--- config.mk ---
export PLATFORM = sky130hd
export DESIGN_NAME = stamofu_aq_top
export DESIGN_NICKNAME = d
export VERILOG_FILES = /design/src/design/stamofu_pkg.sv /design/src/design/stamofu_aq_if.sv /design/src/design/pe_lsb.sv /design/src/design/stamofu_dispatch.sv /design/src/design/stamofu_aq.sv /design/src/design/stamofu_load_gate.sv /design/src/design/stamofu_aq_top.sv
export VERILOG_INCLUDE_DIRS = /design/src /design/src/design
export SDC_FILE = /design/constraint.sdc
export NUM_CORES = 1
export LEC_CHECK = 0
export BUFFER_PORTS_ARGS = -buffer_cell sky130_fd_sc_hd__clkbuf_2
export CORE_MARGIN = 2
export CORE_UTILIZATION = 61
export CTS_BUF_LIST = sky130_fd_sc_hd__clkbuf_4
export CTS_CLUSTER_SIZE = 30
export DETAILED_ROUTE_END_ITERATION = 6
export PLACE_DENSITY_LB_ADDON = 0.12
export SKIP_CTS_REPAIR_TIMING = 1
export SLEW_MARGIN = 20
export SYNTH_ARGS = -nofsm -noshare
export SYNTH_HDL_FRONTEND = slang
export SYNTH_SLANG_ARGS = --single-unit
--- constraint.sdc ---
create_clock -name CLK -period 4.7 [get_ports CLK]
set_clock_uncertainty 0.1 [all_clocks]
set_input_delay 0.94 -clock CLK [delete_from_list [all_inputs] [get_ports CLK]]
set_output_delay 0.94 -clock CLK [all_outputs]
set_load 0.02 [all_outputs]
--- src/design/stamofu_settings.svh ---
// --------------------
// store-amo-fence unit build settings
// queue depth and ROB index width
// --------------------

`ifndef STAMOFU_SETTINGS_SVH
`define STAMOFU_SETTINGS_SVH

// acquire queue depth
// also valid at 2, 8 and 16
`define STAMOFU_AQ_ENTRIES 4

// absolute ROB index width
`define LOG_ROB_ENTRIES 7

`endif

--- src/design/stamofu_pkg.sv ---
// --------------------
// store-amo-fence unit types
// ROB index, op kinds and the acquire advertisement
// --------------------

`include "stamofu_settings.svh"

package stamofu_pkg;

    // absolute ROB index
    typedef logic [`LOG_ROB_ENTRIES-1:0] rob_index_t;

    // dispatched op kinds seen by the unit
    typedef enum logic [1:0] {
        OP_STORE = 2'd0,
        OP_AMO   = 2'd1,
        OP_FENCE = 2'd2
    } stamofu_op_e;

    // oldest live acquires
    // an index field only means something while its active bit is set
    typedef struct packed {
        logic       mem_active;
        rob_index_t mem_oldest;
        logic       io_active;
        rob_index_t io_oldest;
    } aq_advert_t;

endpackage

--- src/design/stamofu_aq_if.sv ---
// --------------------
// acquire queue interfaces
// entry write strobe and oldest-acquire advertisement
// --------------------

`timescale 1ns/1ps

// single-cycle entry write, used for enqueue and for the update banks
interface aq_entry_if;

    logic                    valid;
    logic                    mem_aq;
    logic                    io_aq;
    stamofu_pkg::rob_index_t rob_index;

    modport src (
        output valid,
        output mem_aq,
        output io_aq,
        output rob_index
    );

    modport dst (
        input valid,
        input mem_aq,
        input io_aq,
        input rob_index
    );

endinterface

// advertisement level, refreshed every cycle
interface aq_advert_if;

    stamofu_pkg::aq_advert_t advert;

    modport src (
        output advert
    );

    modport dst (
        input advert
    );

endinterface

--- src/design/pe_lsb.sv ---
// --------------------
// lowest-set-bit priority encoder
// one-hot grant plus binary index of the winner
// --------------------

`timescale 1ns/1ps

module pe_lsb #(
    // at least 2 so the index has a bit
    parameter int WIDTH = 4
) (
    input  logic [WIDTH-1:0]         req_vec,
    output logic [WIDTH-1:0]         ack_one_hot,
    output logic [$clog2(WIDTH)-1:0] ack_index
);

    localparam int IDX_W = $clog2(WIDTH);

    // x & -x isolates the lowest set bit
    // no request gives zero
    assign ack_one_hot = req_vec & (~req_vec + WIDTH'(1));

    // scan down from the top so the lowest hit is written last
    always_comb begin
        ack_index = '0;
        for (int i = WIDTH - 1; i >= 0; i--) begin
            if (req_vec[i]) begin
                ack_index = IDX_W'(i);
            end
        end
    end

endmodule

--- src/design/stamofu_dispatch.sv ---
// --------------------
// acquire queue dispatch stage
// decodes acquire semantics and registers one enqueue
// --------------------

`timescale 1ns/1ps

module stamofu_dispatch (
    input  logic                       CLK,
    input  logic                       nRST,

    // dispatched op
    input  logic                       dispatch_valid,
    input  stamofu_pkg::stamofu_op_e   dispatch_op,
    input  logic                       dispatch_aq,
    input  logic                       dispatch_fence_mem,
    input  logic                       dispatch_fence_io,
    input  stamofu_pkg::rob_index_t    dispatch_rob_index,

    // registered enqueue towards the queue
    aq_entry_if.src                    enq,
    output logic                       pending
);

    // decoded acquire flags
    logic dec_mem_aq;
    logic dec_io_aq;

    // dispatch register
    logic                    valid_q;
    logic                    mem_aq_q;
    logic                    io_aq_q;
    stamofu_pkg::rob_index_t rob_index_q;

    // --------------------
    // decode
    // --------------------

    always_comb begin
        dec_mem_aq = 1'b0;
        dec_io_aq  = 1'b0;
        case (dispatch_op)
            // plain store never acquires
            stamofu_pkg::OP_STORE: begin
                dec_mem_aq = 1'b0;
                dec_io_aq  = 1'b0;
            end
            // IO target is only known after translation
            stamofu_pkg::OP_AMO: begin
                dec_mem_aq = dispatch_aq;
                dec_io_aq  = 1'b0;
            end
            // fence orders later ops by its predecessor bits
            stamofu_pkg::OP_FENCE: begin
                dec_mem_aq = dispatch_fence_mem;
                dec_io_aq  = dispatch_fence_io;
            end
            default: begin
                dec_mem_aq = 1'b0;
                dec_io_aq  = 1'b0;
            end
        endcase
    end

    // --------------------
    // dispatch register
    // --------------------

    always_ff @(posedge CLK or negedge nRST) begin
        if (!nRST) begin
            valid_q <= 1'b0;
        end else begin
            valid_q <= dispatch_valid;
        end
    end

    always_ff @(posedge CLK) begin
        if (dispatch_valid) begin
            mem_aq_q    <= dec_mem_aq;
            io_aq_q     <= dec_io_aq;
            rob_index_q <= dispatch_rob_index;
        end
    end

    assign enq.valid     = valid_q;
    assign enq.mem_aq    = mem_aq_q;
    assign enq.io_aq     = io_aq_q;
    assign enq.rob_index = rob_index_q;

    // queue must reserve a slot for the op held here
    assign pending = valid_q;

endmodule

--- src/design/stamofu_aq.sv ---
// --------------------
// store-amo-fence acquire queue
// in-order shifting queue of acquire flags with kill and update
// advertises the oldest live memory and IO acquire
// --------------------

`timescale 1ns/1ps
`include "stamofu_settings.svh"

module stamofu_aq #(
    parameter int ENTRIES = `STAMOFU_AQ_ENTRIES
) (
    input  logic                    CLK,
    input  logic                    nRST,

    // enqueue from the dispatch register
    aq_entry_if.dst                 enq,
    input  logic                    pending,
    output logic                    enq_ready,

    // late update banks
    aq_entry_if.dst                 upd0,
    aq_entry_if.dst                 upd1,

    // dequeue
    input  logic                    deq_valid,
    output stamofu_pkg::rob_index_t deq_rob_index,

    // ROB head and flush
    input  stamofu_pkg::rob_index_t rob_head_index,
    input  logic                    rob_kill_valid,
    input  stamofu_pkg::rob_index_t rob_kill_rel_index,

    // registered advertisement
    aq_advert_if.src                advert
);

    localparam int IDX_W = $clog2(ENTRIES);

    // entry state, oldest at index 0
    logic [ENTRIES-1:0]                    valid_q;
    logic [ENTRIES-1:0]                    killed_q;
    logic [ENTRIES-1:0]                    mem_aq_q;
    logic [ENTRIES-1:0]                    io_aq_q;
    stamofu_pkg::rob_index_t [ENTRIES-1:0] rob_index_q;

    // per-entry events this cycle
    stamofu_pkg::rob_index_t [ENTRIES-1:0] rel_index;
    logic [ENTRIES-1:0]                    new_killed;
    logic [ENTRIES-1:0]                    upd0_hit;
    logic [ENTRIES-1:0]                    upd1_hit;

    // entries with events applied, plus an empty slot on top
    logic [ENTRIES:0]                      valid_x;
    logic [ENTRIES:0]                      killed_x;
    logic [ENTRIES:0]                      mem_aq_x;
    logic [ENTRIES:0]                      io_aq_x;
    logic [ENTRIES:0]                      enq_x;
    stamofu_pkg::rob_index_t [ENTRIES:0]   rob_index_x;

    // what each entry takes, self or the one above
    logic [ENTRIES-1:0]                    src_valid;
    logic [ENTRIES-1:0]                    src_killed;
    logic [ENTRIES-1:0]                    src_mem_aq;
    logic [ENTRIES-1:0]                    src_io_aq;
    logic [ENTRIES-1:0]                    src_enq;
    stamofu_pkg::rob_index_t [ENTRIES-1:0] src_rob_index;

    // enqueue slot
    logic [ENTRIES-1:0]                    open_vec;
    logic [ENTRIES-1:0]                    enq_slot_one_hot;
    logic [IDX_W-1:0]                      enq_slot_index;

    // advertisement search
    logic [ENTRIES-1:0]                    mem_req_vec;
    logic [ENTRIES-1:0]                    io_req_vec;
    logic [IDX_W-1:0]                      mem_index;
    logic [IDX_W-1:0]                      io_index;
    stamofu_pkg::aq_advert_t               advert_q;

    // --------------------
    // kill and update match
    // --------------------

    always_comb begin
        for (int i = 0; i < ENTRIES; i++) begin
            // age relative to the ROB head survives wraparound
            rel_index[i]  = rob_index_q[i] - rob_head_index;
            new_killed[i] = rob_kill_valid & (rel_index[i] > rob_kill_rel_index);
            upd0_hit[i]   = upd0.valid & (upd0.rob_index == rob_index_q[i]);
            upd1_hit[i]   = upd1.valid & (upd1.rob_index == rob_index_q[i]);
        end
    end

    always_comb begin
        valid_x     = {1'b0, valid_q};
        killed_x    = {1'b0, killed_q | new_killed};
        enq_x       = {1'b0, enq_slot_one_hot & {ENTRIES{enq.valid}}};
        rob_index_x = {stamofu_pkg::rob_index_t'(0), rob_index_q};
        mem_aq_x[ENTRIES] = 1'b0;
        io_aq_x[ENTRIES]  = 1'b0;
        for (int i = 0; i < ENTRIES; i++) begin
            // bank 0 has priority
            if (upd0_hit[i]) begin
                mem_aq_x[i] = upd0.mem_aq;
                io_aq_x[i]  = upd0.io_aq;
            end else if (upd1_hit[i]) begin
                mem_aq_x[i] = upd1.mem_aq;
                io_aq_x[i]  = upd1.io_aq;
            end else begin
                mem_aq_x[i] = mem_aq_q[i];
                io_aq_x[i]  = io_aq_q[i];
            end
        end
    end

    // dequeue shifts every entry down by one
    assign src_valid     = deq_valid ? valid_x[ENTRIES:1]     : valid_x[ENTRIES-1:0];
    assign src_killed    = deq_valid ? killed_x[ENTRIES:1]    : killed_x[ENTRIES-1:0];
    assign src_mem_aq    = deq_valid ? mem_aq_x[ENTRIES:1]    : mem_aq_x[ENTRIES-1:0];
    assign src_io_aq     = deq_valid ? io_aq_x[ENTRIES:1]     : io_aq_x[ENTRIES-1:0];
    assign src_enq       = deq_valid ? enq_x[ENTRIES:1]       : enq_x[ENTRIES-1:0];
    assign src_rob_index = deq_valid ? rob_index_x[ENTRIES:1] : rob_index_x[ENTRIES-1:0];

    // --------------------
    // enqueue slot
    // --------------------

    assign open_vec = ~valid_q;

    pe_lsb #(
        .WIDTH(ENTRIES)
    ) enq_pe (
        .req_vec(open_vec),
        .ack_one_hot(enq_slot_one_hot),
        .ack_index(enq_slot_index)
    );

    // valid entries stay packed at the bottom
    // so a first free slot at the top means exactly one is free
    assign enq_ready = (|open_vec)
        & ((enq_slot_index != IDX_W'(ENTRIES - 1)) | ~pending);

    // --------------------
    // entry registers
    // --------------------

    always_ff @(posedge CLK or negedge nRST) begin
        if (!nRST) begin
            valid_q     <= '0;
            killed_q    <= '0;
            mem_aq_q    <= '0;
            io_aq_q     <= '0;
            rob_index_q <= '0;
        end else begin
            for (int i = 0; i < ENTRIES; i++) begin
                if (src_valid[i]) begin
                    valid_q[i]     <= 1'b1;
                    killed_q[i]    <= src_killed[i];
                    mem_aq_q[i]    <= src_mem_aq[i];
                    io_aq_q[i]     <= src_io_aq[i];
                    rob_index_q[i] <= src_rob_index[i];
                end else if (src_enq[i]) begin
                    // new op lands in the lowest free slot
                    valid_q[i]     <= 1'b1;
                    killed_q[i]    <= 1'b0;
                    mem_aq_q[i]    <= enq.mem_aq;
                    io_aq_q[i]     <= enq.io_aq;
                    rob_index_q[i] <= enq.rob_index;
                end else begin
                    valid_q[i]     <= 1'b0;
                    killed_q[i]    <= 1'b0;
                end
            end
        end
    end

    assign deq_rob_index = rob_index_q[0];

    // --------------------
    // advertisement
    // --------------------

    // killed entries linger until dequeued but never advertise
    assign mem_req_vec = valid_q & ~killed_q & mem_aq_q;
    assign io_req_vec  = valid_q & ~killed_q & io_aq_q;

    pe_lsb #(
        .WIDTH(ENTRIES)
    ) mem_pe (
        .req_vec(mem_req_vec),
        .ack_one_hot(),
        .ack_index(mem_index)
    );

    pe_lsb #(
        .WIDTH(ENTRIES)
    ) io_pe (
        .req_vec(io_req_vec),
        .ack_one_hot(),
        .ack_index(io_index)
    );

    always_ff @(posedge CLK or negedge nRST) begin
        if (!nRST) begin
            advert_q <= '0;
        end else begin
            advert_q.mem_active <= |mem_req_vec;
            advert_q.mem_oldest <= rob_index_q[mem_index];
            advert_q.io_active  <= |io_req_vec;
            advert_q.io_oldest  <= rob_index_q[io_index];
        end
    end

    assign advert.advert = advert_q;

endmodule

--- src/design/stamofu_load_gate.sv ---
// --------------------
// acquire load gate
// stalls loads younger than the oldest live acquire
// --------------------

`timescale 1ns/1ps

module stamofu_load_gate (
    // advertisement from the acquire queue
    aq_advert_if.dst                advert,
    input  stamofu_pkg::rob_index_t rob_head_index,

    // load query
    input  logic                    ld_valid,
    input  logic                    ld_is_io,
    input  stamofu_pkg::rob_index_t ld_rob_index,
    output logic                    ld_stall
);

    // acquire that orders this load
    logic                    aq_active;
    stamofu_pkg::rob_index_t aq_index;

    // ages relative to the ROB head
    stamofu_pkg::rob_index_t aq_rel;
    stamofu_pkg::rob_index_t ld_rel;

    // --------------------
    // select by load kind
    // --------------------

    // IO loads wait on IO acquires and memory loads on memory acquires
    assign aq_active = ld_is_io ? advert.advert.io_active : advert.advert.mem_active;
    assign aq_index  = ld_is_io ? advert.advert.io_oldest : advert.advert.mem_oldest;

    // --------------------
    // age compare
    // --------------------

    // subtract the head so the compare holds across index wraparound
    assign aq_rel = aq_index - rob_head_index;
    assign ld_rel = ld_rob_index - rob_head_index;

    // only a strictly older acquire blocks the load
    assign ld_stall = ld_valid & aq_active & (aq_rel < ld_rel);

endmodule

--- src/design/stamofu_aq_top.sv ---
// --------------------
// acquire tracking top level
// dispatch stage, acquire queue and load gate
// --------------------

`timescale 1ns/1ps

module stamofu_aq_top (
    input  logic                     CLK,
    input  logic                     nRST,

    // dispatch
    input  logic                     dispatch_valid,
    input  stamofu_pkg::stamofu_op_e dispatch_op,
    input  logic                     dispatch_aq,
    input  logic                     dispatch_fence_mem,
    input  logic                     dispatch_fence_io,
    input  stamofu_pkg::rob_index_t  dispatch_rob_index,
    output logic                     enq_ready,

    // update bank 0
    input  logic                     upd0_valid,
    input  logic                     upd0_mem_aq,
    input  logic                     upd0_io_aq,
    input  stamofu_pkg::rob_index_t  upd0_rob_index,

    // update bank 1
    input  logic                     upd1_valid,
    input  logic                     upd1_mem_aq,
    input  logic                     upd1_io_aq,
    input  stamofu_pkg::rob_index_t  upd1_rob_index,

    // dequeue and ROB
    input  logic                     deq_valid,
    output stamofu_pkg::rob_index_t  deq_rob_index,
    input  stamofu_pkg::rob_index_t  rob_head_index,
    input  logic                     rob_kill_valid,
    input  stamofu_pkg::rob_index_t  rob_kill_rel_index,

    // advertisement
    output logic                     mem_active,
    output stamofu_pkg::rob_index_t  mem_oldest,
    output logic                     io_active,
    output stamofu_pkg::rob_index_t  io_oldest,

    // load query
    input  logic                     ld_valid,
    input  logic                     ld_is_io,
    input  stamofu_pkg::rob_index_t  ld_rob_index,
    output logic                     ld_stall
);

    logic pending;

    aq_entry_if  enq_if ();
    aq_entry_if  upd0_if ();
    aq_entry_if  upd1_if ();
    aq_advert_if advert_if ();

    assign upd0_if.valid     = upd0_valid;
    assign upd0_if.mem_aq    = upd0_mem_aq;
    assign upd0_if.io_aq     = upd0_io_aq;
    assign upd0_if.rob_index = upd0_rob_index;

    assign upd1_if.valid     = upd1_valid;
    assign upd1_if.mem_aq    = upd1_mem_aq;
    assign upd1_if.io_aq     = upd1_io_aq;
    assign upd1_if.rob_index = upd1_rob_index;

    stamofu_dispatch dispatch_inst (
        .CLK(CLK),
        .nRST(nRST),
        .dispatch_valid(dispatch_valid),
        .dispatch_op(dispatch_op),
        .dispatch_aq(dispatch_aq),
        .dispatch_fence_mem(dispatch_fence_mem),
        .dispatch_fence_io(dispatch_fence_io),
        .dispatch_rob_index(dispatch_rob_index),
        .enq(enq_if),
        .pending(pending)
    );

    stamofu_aq aq_inst (
        .CLK(CLK),
        .nRST(nRST),
        .enq(enq_if),
        .pending(pending),
        .enq_ready(enq_ready),
        .upd0(upd0_if),
        .upd1(upd1_if),
        .deq_valid(deq_valid),
        .deq_rob_index(deq_rob_index),
        .rob_head_index(rob_head_index),
        .rob_kill_valid(rob_kill_valid),
        .rob_kill_rel_index(rob_kill_rel_index),
        .advert(advert_if)
    );

    stamofu_load_gate load_gate_inst (
        .advert(advert_if),
        .rob_head_index(rob_head_index),
        .ld_valid(ld_valid),
        .ld_is_io(ld_is_io),
        .ld_rob_index(ld_rob_index),
        .ld_stall(ld_stall)
    );

    assign mem_active = advert_if.advert.mem_active;
    assign mem_oldest = advert_if.advert.mem_oldest;
    assign io_active  = advert_if.advert.io_active;
    assign io_oldest  = advert_if.advert.io_oldest;

endmodule

### Word level (Yosys, flattened, before mapping)

Index checks and enable logic that the tools add are counted.
W data, S select, Z words.

* mux-type cells: 77
* eq/ne operators: 16
* reductions and logical operators: 12
* add/subtract/negate cells: 7
* bitwise operators: 26
* order comparisons: 7

Operators with widths (count)
* $mux W7: 11
* $eq A7 B7 Y1: 8
* $mux W1: 45
* $sub A7 B7 Y7: 6
* $bmux W7 S2: 2
* $gt A7 B7 Y1: 4
* $mux W28: 1
* $mux W2: 12
* $and A4 B4 Y4: 5
* $mux W4: 5
* $and A1 B1 Y1: 15
* $not A4 Y4: 3
* $reduce_or A4 Y1: 3
* $ne A2 B2 Y1 const B: 5
* $reduce_and A2 Y1: 5
* $reduce_bool A2 Y1: 4
* $lt A7 B7 Y1: 1
* $lt A2 B3 Y1 const B: 2
* $add A4 B1 Y4 const B: 1
* $ne A4 B2 Y1 const B: 1
* $or A4 B4 Y4: 1
* $eq A2 B1 Y1 const B: 1
* $eq A2 B2 Y1 const B: 1
* $pmux W1 S2: 1
* 2 further kinds: 2

* input bits: 60
* output and inout bits: 25
* logic and storage cells: 167
* flip-flop bits (word level): 70

### Longest topological paths before layout

Gate-level depths: netlist of the first run.

* word-level depth: 9
* depth in mapped cells: 16
* depth with buffers taken out: 15

### Hierarchy

Synthesis of the first run repeated with hierarchy kept, for this count alone.

* cells, all modules: 697
* area total of the unflattened synthesis: 6701.4 um2

By module, submodules not included
* stamofu_aq: instances 1, seq. area each 1501.4 um2, cells each 555, area each 5376.4 um2
* stamofu_load_gate: instances 1, seq. area each 0.0 um2, cells each 97, area each 765.7 um2
* stamofu_dispatch: instances 1, seq. area each 295.3 um2, cells each 18, area each 352.8 um2
* pe_lsb: instances 3, seq. area each 0.0 um2, cells each 9, area each 68.8 um2

### Worst setup path before layout of the first run

OpenSTA, ideal clock, no wires.

* path type: input -> output
* from: input ld_is_io
* to: output ld_stall
* slack: 93 ps
* buffers on the path: 1
* data arrival time: 3567 ps
* required time: 3660 ps
* stages: 12
* path through: clkbuf_1 mux2_2 fa_1 a21o_1 a21oi_1 o21bai_1 a21oi_1 xnor2_1 ha_1 nand2_1 nand4b_1 a31oi_1

* longest elaborated chain between the ends: 4
* elaborated cells between the ends (all ways): 6
* classes of those cells: add/sub (1); order compare (1); mux (2); bitwise (2)

RTL lines
* start: declaration: line stamofu_aq_top.sv:48 `input logic ld_is_io,`
* $mux W7: line stamofu_load_gate.sv:34 `assign aq_index = ld_is_io ? advert.advert.io_oldest : advert.advert.mem_oldest;`
* $sub A7 B7 Y7: line stamofu_load_gate.sv:41 `assign aq_rel = aq_index - rob_head_index;`
* $lt A7 B7 Y1: line stamofu_load_gate.sv:45 `assign ld_stall = ld_valid & aq_active & (aq_rel < ld_rel);`
* $and A1 B1 Y1 (*): line stamofu_load_gate.sv:45
* end: declaration: line stamofu_aq_top.sv:50 `output logic ld_stall`

Every way passes the cells marked *; elsewhere a longest branch is shown, timed or not.

### Worst setup path after layout of the first run

Same ends and word-level chain as after synthesis.

==> summary.md, run 1 <==
| Metric | Value |
|---|---|
| Status | finished clean |
| Unrepaired setup endpoints after global routing | no |
| Power Dens Cells | slightly below 600 nW/µm² |
| Worst Path Buf+Inv | 3 |
| Root Driver | clkbuf_4 |
| Int Power | 2.18 mW |
| TritonCTS sink count | 70 |
| Worst Setup Slack, final | 0.163 ns |
| Sequential fraction of the synthesis area | 27.7% |
| R2R setup slack | ~1.2 ns |
| Setup TNS | 0 ns |
| Worst-case vdd ir drop | around 0.00034 V |
| Htree depth | 3 |
| Vias | between 5k and 6k |
| Design area | between 7000 and 8000 µm² |
| Port Buf Inserts | 84 |
| Worst-Margin Slew | between 0.7 and 0.8 ns |
| PnR Total Power | approximately 4.2 mW |
| 1st-iter DRT viols | around 450 |
| Cell variety after synth | 59 |
| Skew-Pair Late Insertion Delay | roughly 0.43 ns |
| N_diodes | 0 |
| Die height | between 100 and 150 µm |
| Core footprint | slightly above 10,000 µm² |
| Synth Instances | ~700 |
| Clk network pwr share | 9.9% |
| Synthesized area per cell | 9.46 µm² |
| Vias in the first global route | 5,299 |
| Seq pwr share | 30.3% |
| Share of cells above drive strength 1 | between 10% and 20% |
| Initial antenna violation count | 0 |
| Crit path to | ld_stall |
| Fillers | roughly 850 |
| CP startpoint kind | input port |
| Post-Route WL | between 15 and 20 mm |
| Req. time, crit path | around 3.7 ns |
| Crit-path cells | clkbuf_4 -> mux2i_2 -> ha_1 -> inv_1 -> fa_2 -> a21o_1 -> a21oi_2 -> o21bai_1 -> a21oi_1 -> xnor2_1 -> ha_1 -> nand2_1 -> nand4b_1 -> a31oi_1 -> buf_4 |
| FMAX | between 0.2 and 0.25 GHz |
| Tot GR Track Use | between 30 and 40% |
| Critical Path AT | ~3.5 ns |
| CP max FO | 6 |
| Largest net degree at the start of global routing | 62 |
| CP max stage delay | between 0.3 and 0.4 ns |
| Initial Util | a little over three fifths |
| Antenna Violating Nets Remaining | 0 |
| Gpl congestion | 0.884 |
| Max-slew violation count | 0 |
| Worst Setup End Kind | output port |
| Comb power frac | around 60% |
| Io pins | 85 |
| Min Tclk post-route | ~4.5 ns |
| Max cap viols | 0 |
| Vias/cell | 5.99 |
| Slowest CP cell | fa_2 |
| DRC | 0 |
| Final Hold Viols | 0 |
| Levels on crit path | 15 |
| Leakage Power | ~3.3 nW |
| NetSw | between 1.5 and 2 mW |
| Gr ovfl total | 0 |
| Num rows | 37 |
| Total die area | around 11,000 µm² |
| Slew headroom | approximately half |
| DRT Pass-1 Iters | 6 |
| Critical R2R Launch | aq_inst.rob_index_q[14] |
| TritonCTS Buffers | 9 |
| Area grow syn2layout | 8.13% |
| Synth Register Bits | 70 |
| Sw Ratio | a little under half |
| Post-Syn Nets | between 800 and 900 |
| Reg-to-Reg End | aq_inst.killed_q[1] |
| R2r worst-path depth | 15 |
| Crit Path Category | in -> out |
| Worst-path clk slew | about 0.12 ns |
| Ys flop type | dfrtp_1 |
| Number of synthesized flops with an enable pin | 9 |
| Routed length per instance | ~20 µm |
| Dpl hpwl | 13.8 mm |
| Hold Crit Class | reg -> reg |
| Final Cycle Share | between 90% and 100% |
| Pre-CTS setup slack | 0.00836 ns |
| CP startpoint | ld_is_io |
| Synth Cell Area | ~6500 µm² |
| Critical path's top delay family | adder cells |
| Final setup vio count | 0 |
| Deepest clock path buffer count | 2 |
| Die width | about 110 µm |
| Synth warnings | 0 |
| Net count, final | about 880 |
| Async set-reset flop share out of synthesis | about 87% |
| Placed instance area | slightly below 7000 µm² |
| First-pass GRT wire length | 27.0 mm |
| Critical path's most frequent cell | ha_1 |
| CTS tree | yes |
worst register-to-register path: cells and delay by family (launching register included):
family | cells | cell delay, ns
AO/OA/AOI/OAI | 8 | 1.52
adder cells (fa/ha/maj) | 3 | 0.83
flip-flops | 1 | 0.52
buffers and inverters | 2 | 0.19
XOR/XNOR | 1 | 0.17
AND/OR/NAND/NOR | 1 | 0.10
cells in the final DEF, fill, tap and decap left out, drive strengths merged, types with 14 or more instances in the layout:
cell type and n:
mux2i 67, ha 72, nand4 17, nor2 43
nand2 27, inv 43, mux2 14, clkbuf 93
dfrtp 61, a21oi 52, o21ai 18, a21o 37
xor2 23, xnor2 69
power groups by stage:
stage	Sequential (mW)	Clock [mW]	Combinational (mW)
final	1.26	0.412	2.49
after global routing	1.28	0.448	2.78
after CTS	1.24	0.416	2.47
after detailed placement	1.26	0	2.46
after global placement	1.24	0	2.34
after floorplan	1.08	0	2.00
flip-flops by register name, summed over array words and instances (netlist names), 4 cells and up:
signal	count
aq_inst.rob_index_q	21
aq_inst.advert.advert	16
aq_inst.deq_rob_index	7
dispatch_inst.enq.rob_index	7
aq_inst.io_aq_q	4
aq_inst.killed_q	4
aq_inst.mem_aq_q	4
aq_inst.valid_q	4
cell usage after synthesis (all sizes together) (2+ instances only):
cell	count	area share (%)
a211o	3	0.40
a211oi	5	0.58
a21o	37	4.3
a21oi	52	4.1
a22oi	2	0.23
a31oi	5	0.58
a41oi	2	0.27
and2	5	0.48
and3	2	0.19
buf	25	2.6
clkbuf	24	1.4
dfrtp	61	24
edfxtp	9	4.2
fa	6	1.9
ha	72	14
inv	42	2.4
mux2	14	2.4
mux2i	67	10
nand2	27	1.6
nand2b	2	0.19
nand3	7	0.54
nand4	17	1.7
nor2	43	2.8
nor2b	11	1.1
nor3	4	0.31
nor3b	2	0.23
nor4	2	0.52
o21ai	18	1.4
o21ba	3	0.46
o21bai	7	0.81
o22ai	2	0.19
or3	3	0.29
xnor2	69	9.3
xor2	23	3.1
area by class of cell:
class	count	area [µm²]	share of cell area, %
clock inverter	6	71.3	1.02
multi-input combinational	525	4290	61.1
sequential	70	1800	25.6
timing repair buffer	89	463	6.60
clock buffer	10	75.1	1.07
inverter	42	158	2.25
tap	136	170	2.42
cell families after synthesis:
kind of cell	Yosys count	share of synthesized area [%]
adders and majority gates	78	15.7
xor gates and xnor gates	92	12.4
AOI/OAI and AO/OA	146	14.7
DFF	70	27.7
and+or+nand+nor	128	10.3
muxes	81	12.8
buffers and inverters	91	6.46
routing by layer:
layer / track usage (%) / share of wire (%) / routed length (µm)
met1: 40.2 / 43 / 7310
met2: 49.7 / 46 / 7860
met3: 5.23 / 6.7 / 1150
met4: 16.6 / 4.6 / 786
met5: 0 / 0 / 0
per-stage QoR:
stage / cells / hold slack, ns / utilization [%]
floorplan: 686 / 0.355 / -
global placement: 862 / 0.385 / 66.4
detailed placement: 862 / 0.387 / 66.4
CTS: 878 / 0.414 / 67.8
global route: 878 / 0.459 / 68.0
finish: 878 / 0.411 / 68.0
worst min-delay path by stage:
stage / slack, ns / from / end / cells after the start
2_1_floorplan: 0.36 / aq_inst.io_aq_q[0] / aq_inst.io_aq_q[0] / 2
3_3_place_gp: 0.38 / aq_inst.io_aq_q[0] / aq_inst.io_aq_q[0] / 2
3_5_place_dp: 0.39 / aq_inst.io_aq_q[0] / aq_inst.io_aq_q[0] / 2
4_1_cts: 0.41 / aq_inst.io_aq_q[0] / aq_inst.io_aq_q[0] / 2
5_1_grt: 0.46 / aq_inst.io_aq_q[0] / aq_inst.io_aq_q[0] / 2
6_report: 0.41 / aq_inst.io_aq_q[0] / aq_inst.io_aq_q[0] / 2
Note: power is estimated with default switching activity, not from simulation.
==> run 2: changes to the inputs <==
- clock period: 4.7 -> 4.8 ns (I/O delays scaled with it)
==> summary.md, run 2 (synthesis gave the netlist of run 1 again) <==
| Metric | Value |
|---|---|
| Max-slew violation count | 0 |
| Leakage Power | 3.33 nW |
| Commonest non-fill, non-tap cell in the layout | clkbuf_2 |
| Crit Path Category | in -> out |
| Crit-path cells | clkbuf_2 -> mux2i_1 -> ha_1 -> inv_1 -> fa_1 -> a21o_1 -> a21oi_2 -> o21bai_1 -> a21oi_1 -> xnor2_1 -> ha_1 -> nand2_1 -> nand4b_1 -> a31oi_2 -> buf_4 |
| Largest net degree at the start of global routing | 62 |
| Vias | around 5.3k |
| Tot GR Track Use | approximately a third |
| Critical Path AT | ~3.6 ns |
| Power Dens Cells | 591 nW/µm² |
| Dpl hpwl | 13.9 mm |
| Hold Crit Endpoint | aq_inst.io_aq_q[0] |
| R2R setup slack | ~1.3 ns |
| R2r worst-path depth | 15 |
| Die width | between 100 and 150 µm |
| Share of cells above drive strength 1 | around 18% |
| Worst-Margin Slew | around 0.77 ns |
| Vias in the first global route | 5,272 |
| Req. time, crit path | roughly 3.7 ns |
| CP startpoint kind | input port |
| Worst Setup End Kind | output port |
| DRT Pass-1 Iters | 4 |
| Largest Register | aq_inst.rob_index_q |
| Worst-path clk slew | approximately 0.13 ns |
| CTS tree | yes |
| Setup TNS | 0 ns |
| TritonCTS sink count | 70 |
| Min Tclk post-route | around 4.7 ns |
| 1st-iter DRT viols | between 400 and 500 |
| Antenna Violating Nets Remaining | 0 |
| Port Buf Inserts | 84 |
| Max cap viols | 0 |
| Slowest CP cell | fa_1 |
| Htree depth | 3 |
| Vias/cell | roughly 6 |
| Post-Route WL | between 15 and 20 mm |
| Min-delay src | aq_inst.io_aq_q[0] |
| Net count, final | roughly 870 |
| TritonCTS Buffers | 9 |
| N_diodes | 0 |
| Hold Path Depth | 2 |
| Final Cycle Share | a little over nine tenths |
| Most frequent cells in the layout | 83 x clkbuf_2, 72 x ha_1, 69 x xnor2_1, 67 x mux2i_1, 61 x dfrtp_1 |
| Final setup vio count | 0 |
| Hold Crit Class | reg -> reg |
| Routed length per instance | 19.8 µm |
| CP max FO | 4 |
| Initial antenna violation count | 0 |
| First-pass GRT wire length | 27.4 mm |
| Core footprint | roughly 10,000 µm² |
| Worst-case vdd ir drop | around 0.00039 V |
| Die height | 107 µm |
| DRC | 0 |
| PnR Total Power | between 4 and 5 mW |
| Area grow syn2layout | 8.38% |
| FMAX | 0.215 GHz |
| Initial Util | roughly 63% |
| Reg-to-Reg End | aq_inst.killed_q[2] |
| Num rows | 37 |
| Finished Core Util | between 60% and 70% |
| Root Driver | clkbuf_4 |
| Gpl congestion | 0.912 |
| CP max stage delay | roughly 0.4 ns |
| Gr ovfl total | 0 |
| Total die area | 11,500 µm² |
| Critical path's most frequent cell | ha_1 |
| Slew headroom | approximately half |
| Skew-Pair Late Insertion Delay | 0.47 ns |
| Worst Hold Margin | around 0.42 ns |
| Final Hold Viols | 0 |
| Critical R2R Launch | aq_inst.rob_index_q[21] |
| Deepest clock path buffer count | 2 |
| Number of flip-flops in the largest register | 21 |
| Io pins | 85 |
| Status | finished clean |
[run 2: report_power, final]
group          total, mW  switching [mW]  leakage, nW  internal (mW)
clock              0.475           0.256       0.0891          0.219
sequential          1.25           0.441        0.785          0.810
combinational       2.43            1.27         2.45           1.16
total               4.16            1.97         3.33           2.19
[run 2: stage by stage]
step	worst slack (ns)	std cells	area [µm²]
2_1_floorplan	0.153	686	6490
3_3_place_gp	0.262	861	6850
3_5_place_dp	0.0640	861	6850
4_1_cts	0.0635	877	7020
5_1_grt	-0.00433	877	7040
6_report	0.143	877	7040
[run 2: worst max-delay path by stage]
stage / startpoint / end / depth (start not counted)
after global routing: ld_is_io / ld_stall / 15
after CTS: ld_is_io / ld_stall / 15
after global placement: ld_is_io / ld_stall / 15
after detailed placement: ld_is_io / ld_stall / 15
after floorplan: ld_is_io / ld_stall / 12
final: ld_is_io / ld_stall / 15
[run 2: per-layer routing]
layer / routed length [µm] / track usage [%]
met5: 0 / 0
met4: 697 / 14.3
met3: 1230 / 7.60
met2: 8130 / 51.3
met1: 7290 / 40.5
[run 2: layout make-up]
class / instances / area, µm²
fill: 853 / 3290
clock inverter: 7 / 105
clock buffer: 9 / 67.6
multi-input combinational: 525 / 4290
inverter: 42 / 158
sequential: 70 / 1800
timing repair buffer: 88 / 453
tap: 136 / 170
[run 2: worst max-delay path: cells and delay by family]
| family | cells | cell delay [ns] |
|---|---|---|
| and+or+nand+nor | 2 | 0.19 |
| muxes | 1 | 0.21 |
| xor gates and xnor gates | 1 | 0.11 |
| AOI/OAI and AO/OA | 5 | 0.85 |
| buffers and inverters | 3 | 0.38 |
| adders and majority gates | 3 | 0.90 |
==> run 3: changes to the inputs <==
- ABC_AREA: unset -> 1
==> summary.md, run 3 <==
| Metric | Value |
|---|---|
| Status | finished clean |
| Gr ovfl total | 0 |
| Initial Util | 62.7% |
| Vias/cell | approximately 5.8 |
| Largest Register | aq_inst.rob_index_q |
| N_diodes | 0 |
| Number of synthesized flops with an enable pin | 9 |
| Largest net degree at the start of global routing | 34 |
| Synth warnings | 0 |
| Synth Register Bits | 70 |
| Hold Path Depth | 2 |
| Vias in the first global route | ~6.4k |
| Skew-Pair Late Insertion Delay | about 0.45 ns |
| Worst-Margin Slew | about 0.8 ns |
| Post-synth top cells | 287 x nand2_1, 103 x inv_1, 74 x nand3_1 |
| First-pass GRT wire length | roughly 32 mm |
| Synth Area in Adders | ~15% |
| Async set-reset flop share out of synthesis | roughly 87% |
| Synthesized area per cell | 7.03 µm² |
| Number of flip-flops in the largest register | 21 |
| Gpl congestion | ~1.1 |
| Post-Synth Simple-Gate Area | 26.7% |
| Max cap viols | 0 |
| Synth Cell Area | 6790 µm² |
| Hold Crit Class | reg -> reg |
| Synth Area in Compound Gates | 16.0% |
| Power Dens Cells | between 500 and 600 nW/µm² |
| CP startpoint kind | input port |
| Num rows | 38 |
| Crit Path Category | in -> out |
| Io pins | 85 |
| Core footprint | approximately 11,000 µm² |
| Final Cycle Share | between 90 and 100% |
| Placed instance area | between 7000 and 8000 µm² |
| Ys flop type | dfrtp_1 |
| Post-Route WL | about 21 mm |
| Most frequent cells in the layout | 286 x nand2_1, 102 x inv_1, 82 x clkbuf_2, 74 x nand3_1, 71 x ha_1 |
| Htree depth | 3 |
| DRT Pass-1 Iters | 7 |
| Synth Instances | about 970 |
| Mux share of post-synthesis cell area | less than 1% |
| Worst-path clk slew | ~0.12 ns |
| Final Hold Viols | 0 |
| Share of cells above drive strength 1 | between 10% and 20% |
| Critical R2R Launch | aq_inst.rob_index_q[14] |
| Cell variety after synth | 37 |
| R2R setup slack | 1.39 ns |
| 1st-iter DRT viols | 590 |
| Total die area | between 10,000 and 15,000 µm² |
| Max-slew violation count | 0 |
| Worst Setup End Kind | output port |
| R2r worst-path depth | 15 |
| Commonest non-fill, non-tap cell in the layout | nand2_1 |
| Xor/xnor share of the synthesized area | around 5.4% |
| Final setup vio count | 0 |
| Worst Hold Margin | approximately 0.41 ns |
| Port Buf Inserts | between 80 and 90 |
| Deepest clock path buffer count | 2 |
| Top cell type by total area after synthesis | dfrtp_1 |
| Largest family of logic cells by synthesized area | simple AND/OR/NAND/NOR gates |
| Unrepaired setup endpoints after global routing | no |
| Sequential fraction of the synthesis area | 26.5% |
| Vias | a little under 7k |
| Post-synth top area share | between 20% and 30% |
| Hold Crit Endpoint | aq_inst.mem_aq_q[0] |
| Top post-synthesis cells by area | dfrtp_1 22%, nand2_1 16%, ha_1 13% |
| CTS tree | yes |
| Die height | 110 µm |
| Critical Path AT | between 3 and 4 ns |
| TritonCTS sink count | 70 |
| Cell with the most instances after synthesis | nand2_1 |
| DRC | 0 |
| Worst-case vdd ir drop | roughly 0.00036 V |
| Area grow syn2layout | 9.23% |
| Dpl hpwl | 16.8 mm |
| Min-delay src | aq_inst.mem_aq_q[0] |
| Routed length per instance | 17.8 µm |
| Req. time, crit path | between 3 and 4 ns |
| FMAX | 0.216 GHz |
| Root Driver | clkbuf_4 |
| FF+latch area | 1800 µm² |
| Setup TNS | 0 ns |
| CP max FO | 3 |
| Post-Syn Nets | 1,104 |
| Footprint of the multi-input gates | between 4000 and 5000 µm² |
| Leakage Power | just under 4 nW |
| Net count, final | between 1k and 1.5k |
| Tot GR Track Use | between 30% and 40% |
| Fillers | 1,038 |
| Initial antenna violation count | 0 |
| Die width | ~110 µm |
| TritonCTS Buffers | 9 |
| Slew headroom | about 46% |
| Reg-to-Reg End | aq_inst.killed_q[2] |
| Design area | around 7400 µm² |
| Antenna Violating Nets Remaining | 0 |
| Min Tclk post-route | between 4 and 5 ns |
==> run 3: routing by layer <==
layer	share of wire [%]	vias up	GRT usage [%]
met5	0	-	0
li1	-	3336	-
met4	4.3	0	15.6
met1	42	3115	48.1
met3	8.4	67	5.81
met2	45	339	58.7
==> run 3: final cells by class <==
class	instances	share of cell area, %
well taps	140	2.36
clock buffers	9	0.911
clock inverters	7	0.860
repair buffers	89	6.21
inverters	140	7.08
multi-input cells	731	58.4
flip-flops and latches	70	24.2
==> run 3: logic make-up (layout without fill, tap and decap cells) <==
family	Yosys count	count (layout)
buffers and inverters	165	245
adder cells (fa/ha/maj)	78	78
AND/OR/NAND/NOR	426	426
multiplexers	2	2
XOR/XNOR	42	42
AO/OA/AOI/OAI	183	183
flip-flops	70	70
==> run 3: worst max path at each step <==
stage	from	to	slack [ns]	cells past startpoint
6_report	ld_rob_index[0]	ld_stall	0.17	15
5_1_grt	ld_is_io	ld_stall	0.02	16
4_1_cts	ld_is_io	ld_stall	0.05	16
3_5_place_dp	ld_is_io	ld_stall	0.05	16
3_3_place_gp	ld_is_io	ld_stall	0.19	17
2_1_floorplan	ld_is_io	ld_stall	0.02	15
==> run 3: critical path: stages <==
cell,delay (ns)
clkbuf_2,0.08
inv_1,0.05
ha_1,0.13
inv_1,0.06
fa_1,0.40
a21oi_1,0.17
o21ai_0,0.19
a21o_1,0.21
a21oi_1,0.14
xor2_1,0.20
ha_1,0.29
a21oi_1,0.15
o21ai_1,0.10
nor4b_2,0.24
buf_2,0.21
==> run 3: stage by stage <==
stage          setup WS, ns  utilization [%]  instances  total power [mW]
2_1_floorplan        0.0160                -        966              3.03
4_1_cts              0.0509             68.2       1186              4.17
3_3_place_gp          0.187             67.0       1170              3.73
5_1_grt              0.0248             68.4       1186              4.63
3_5_place_dp         0.0483             67.0       1170              3.79
6_report              0.169             68.4       1186              4.25
==> run 3: power by group <==
part,leakage [nW],internal (mW),switching [mW]
logic,3.01,0.999,1.62
registers,0.834,0.820,0.426
clock network,0.0712,0.155,0.229
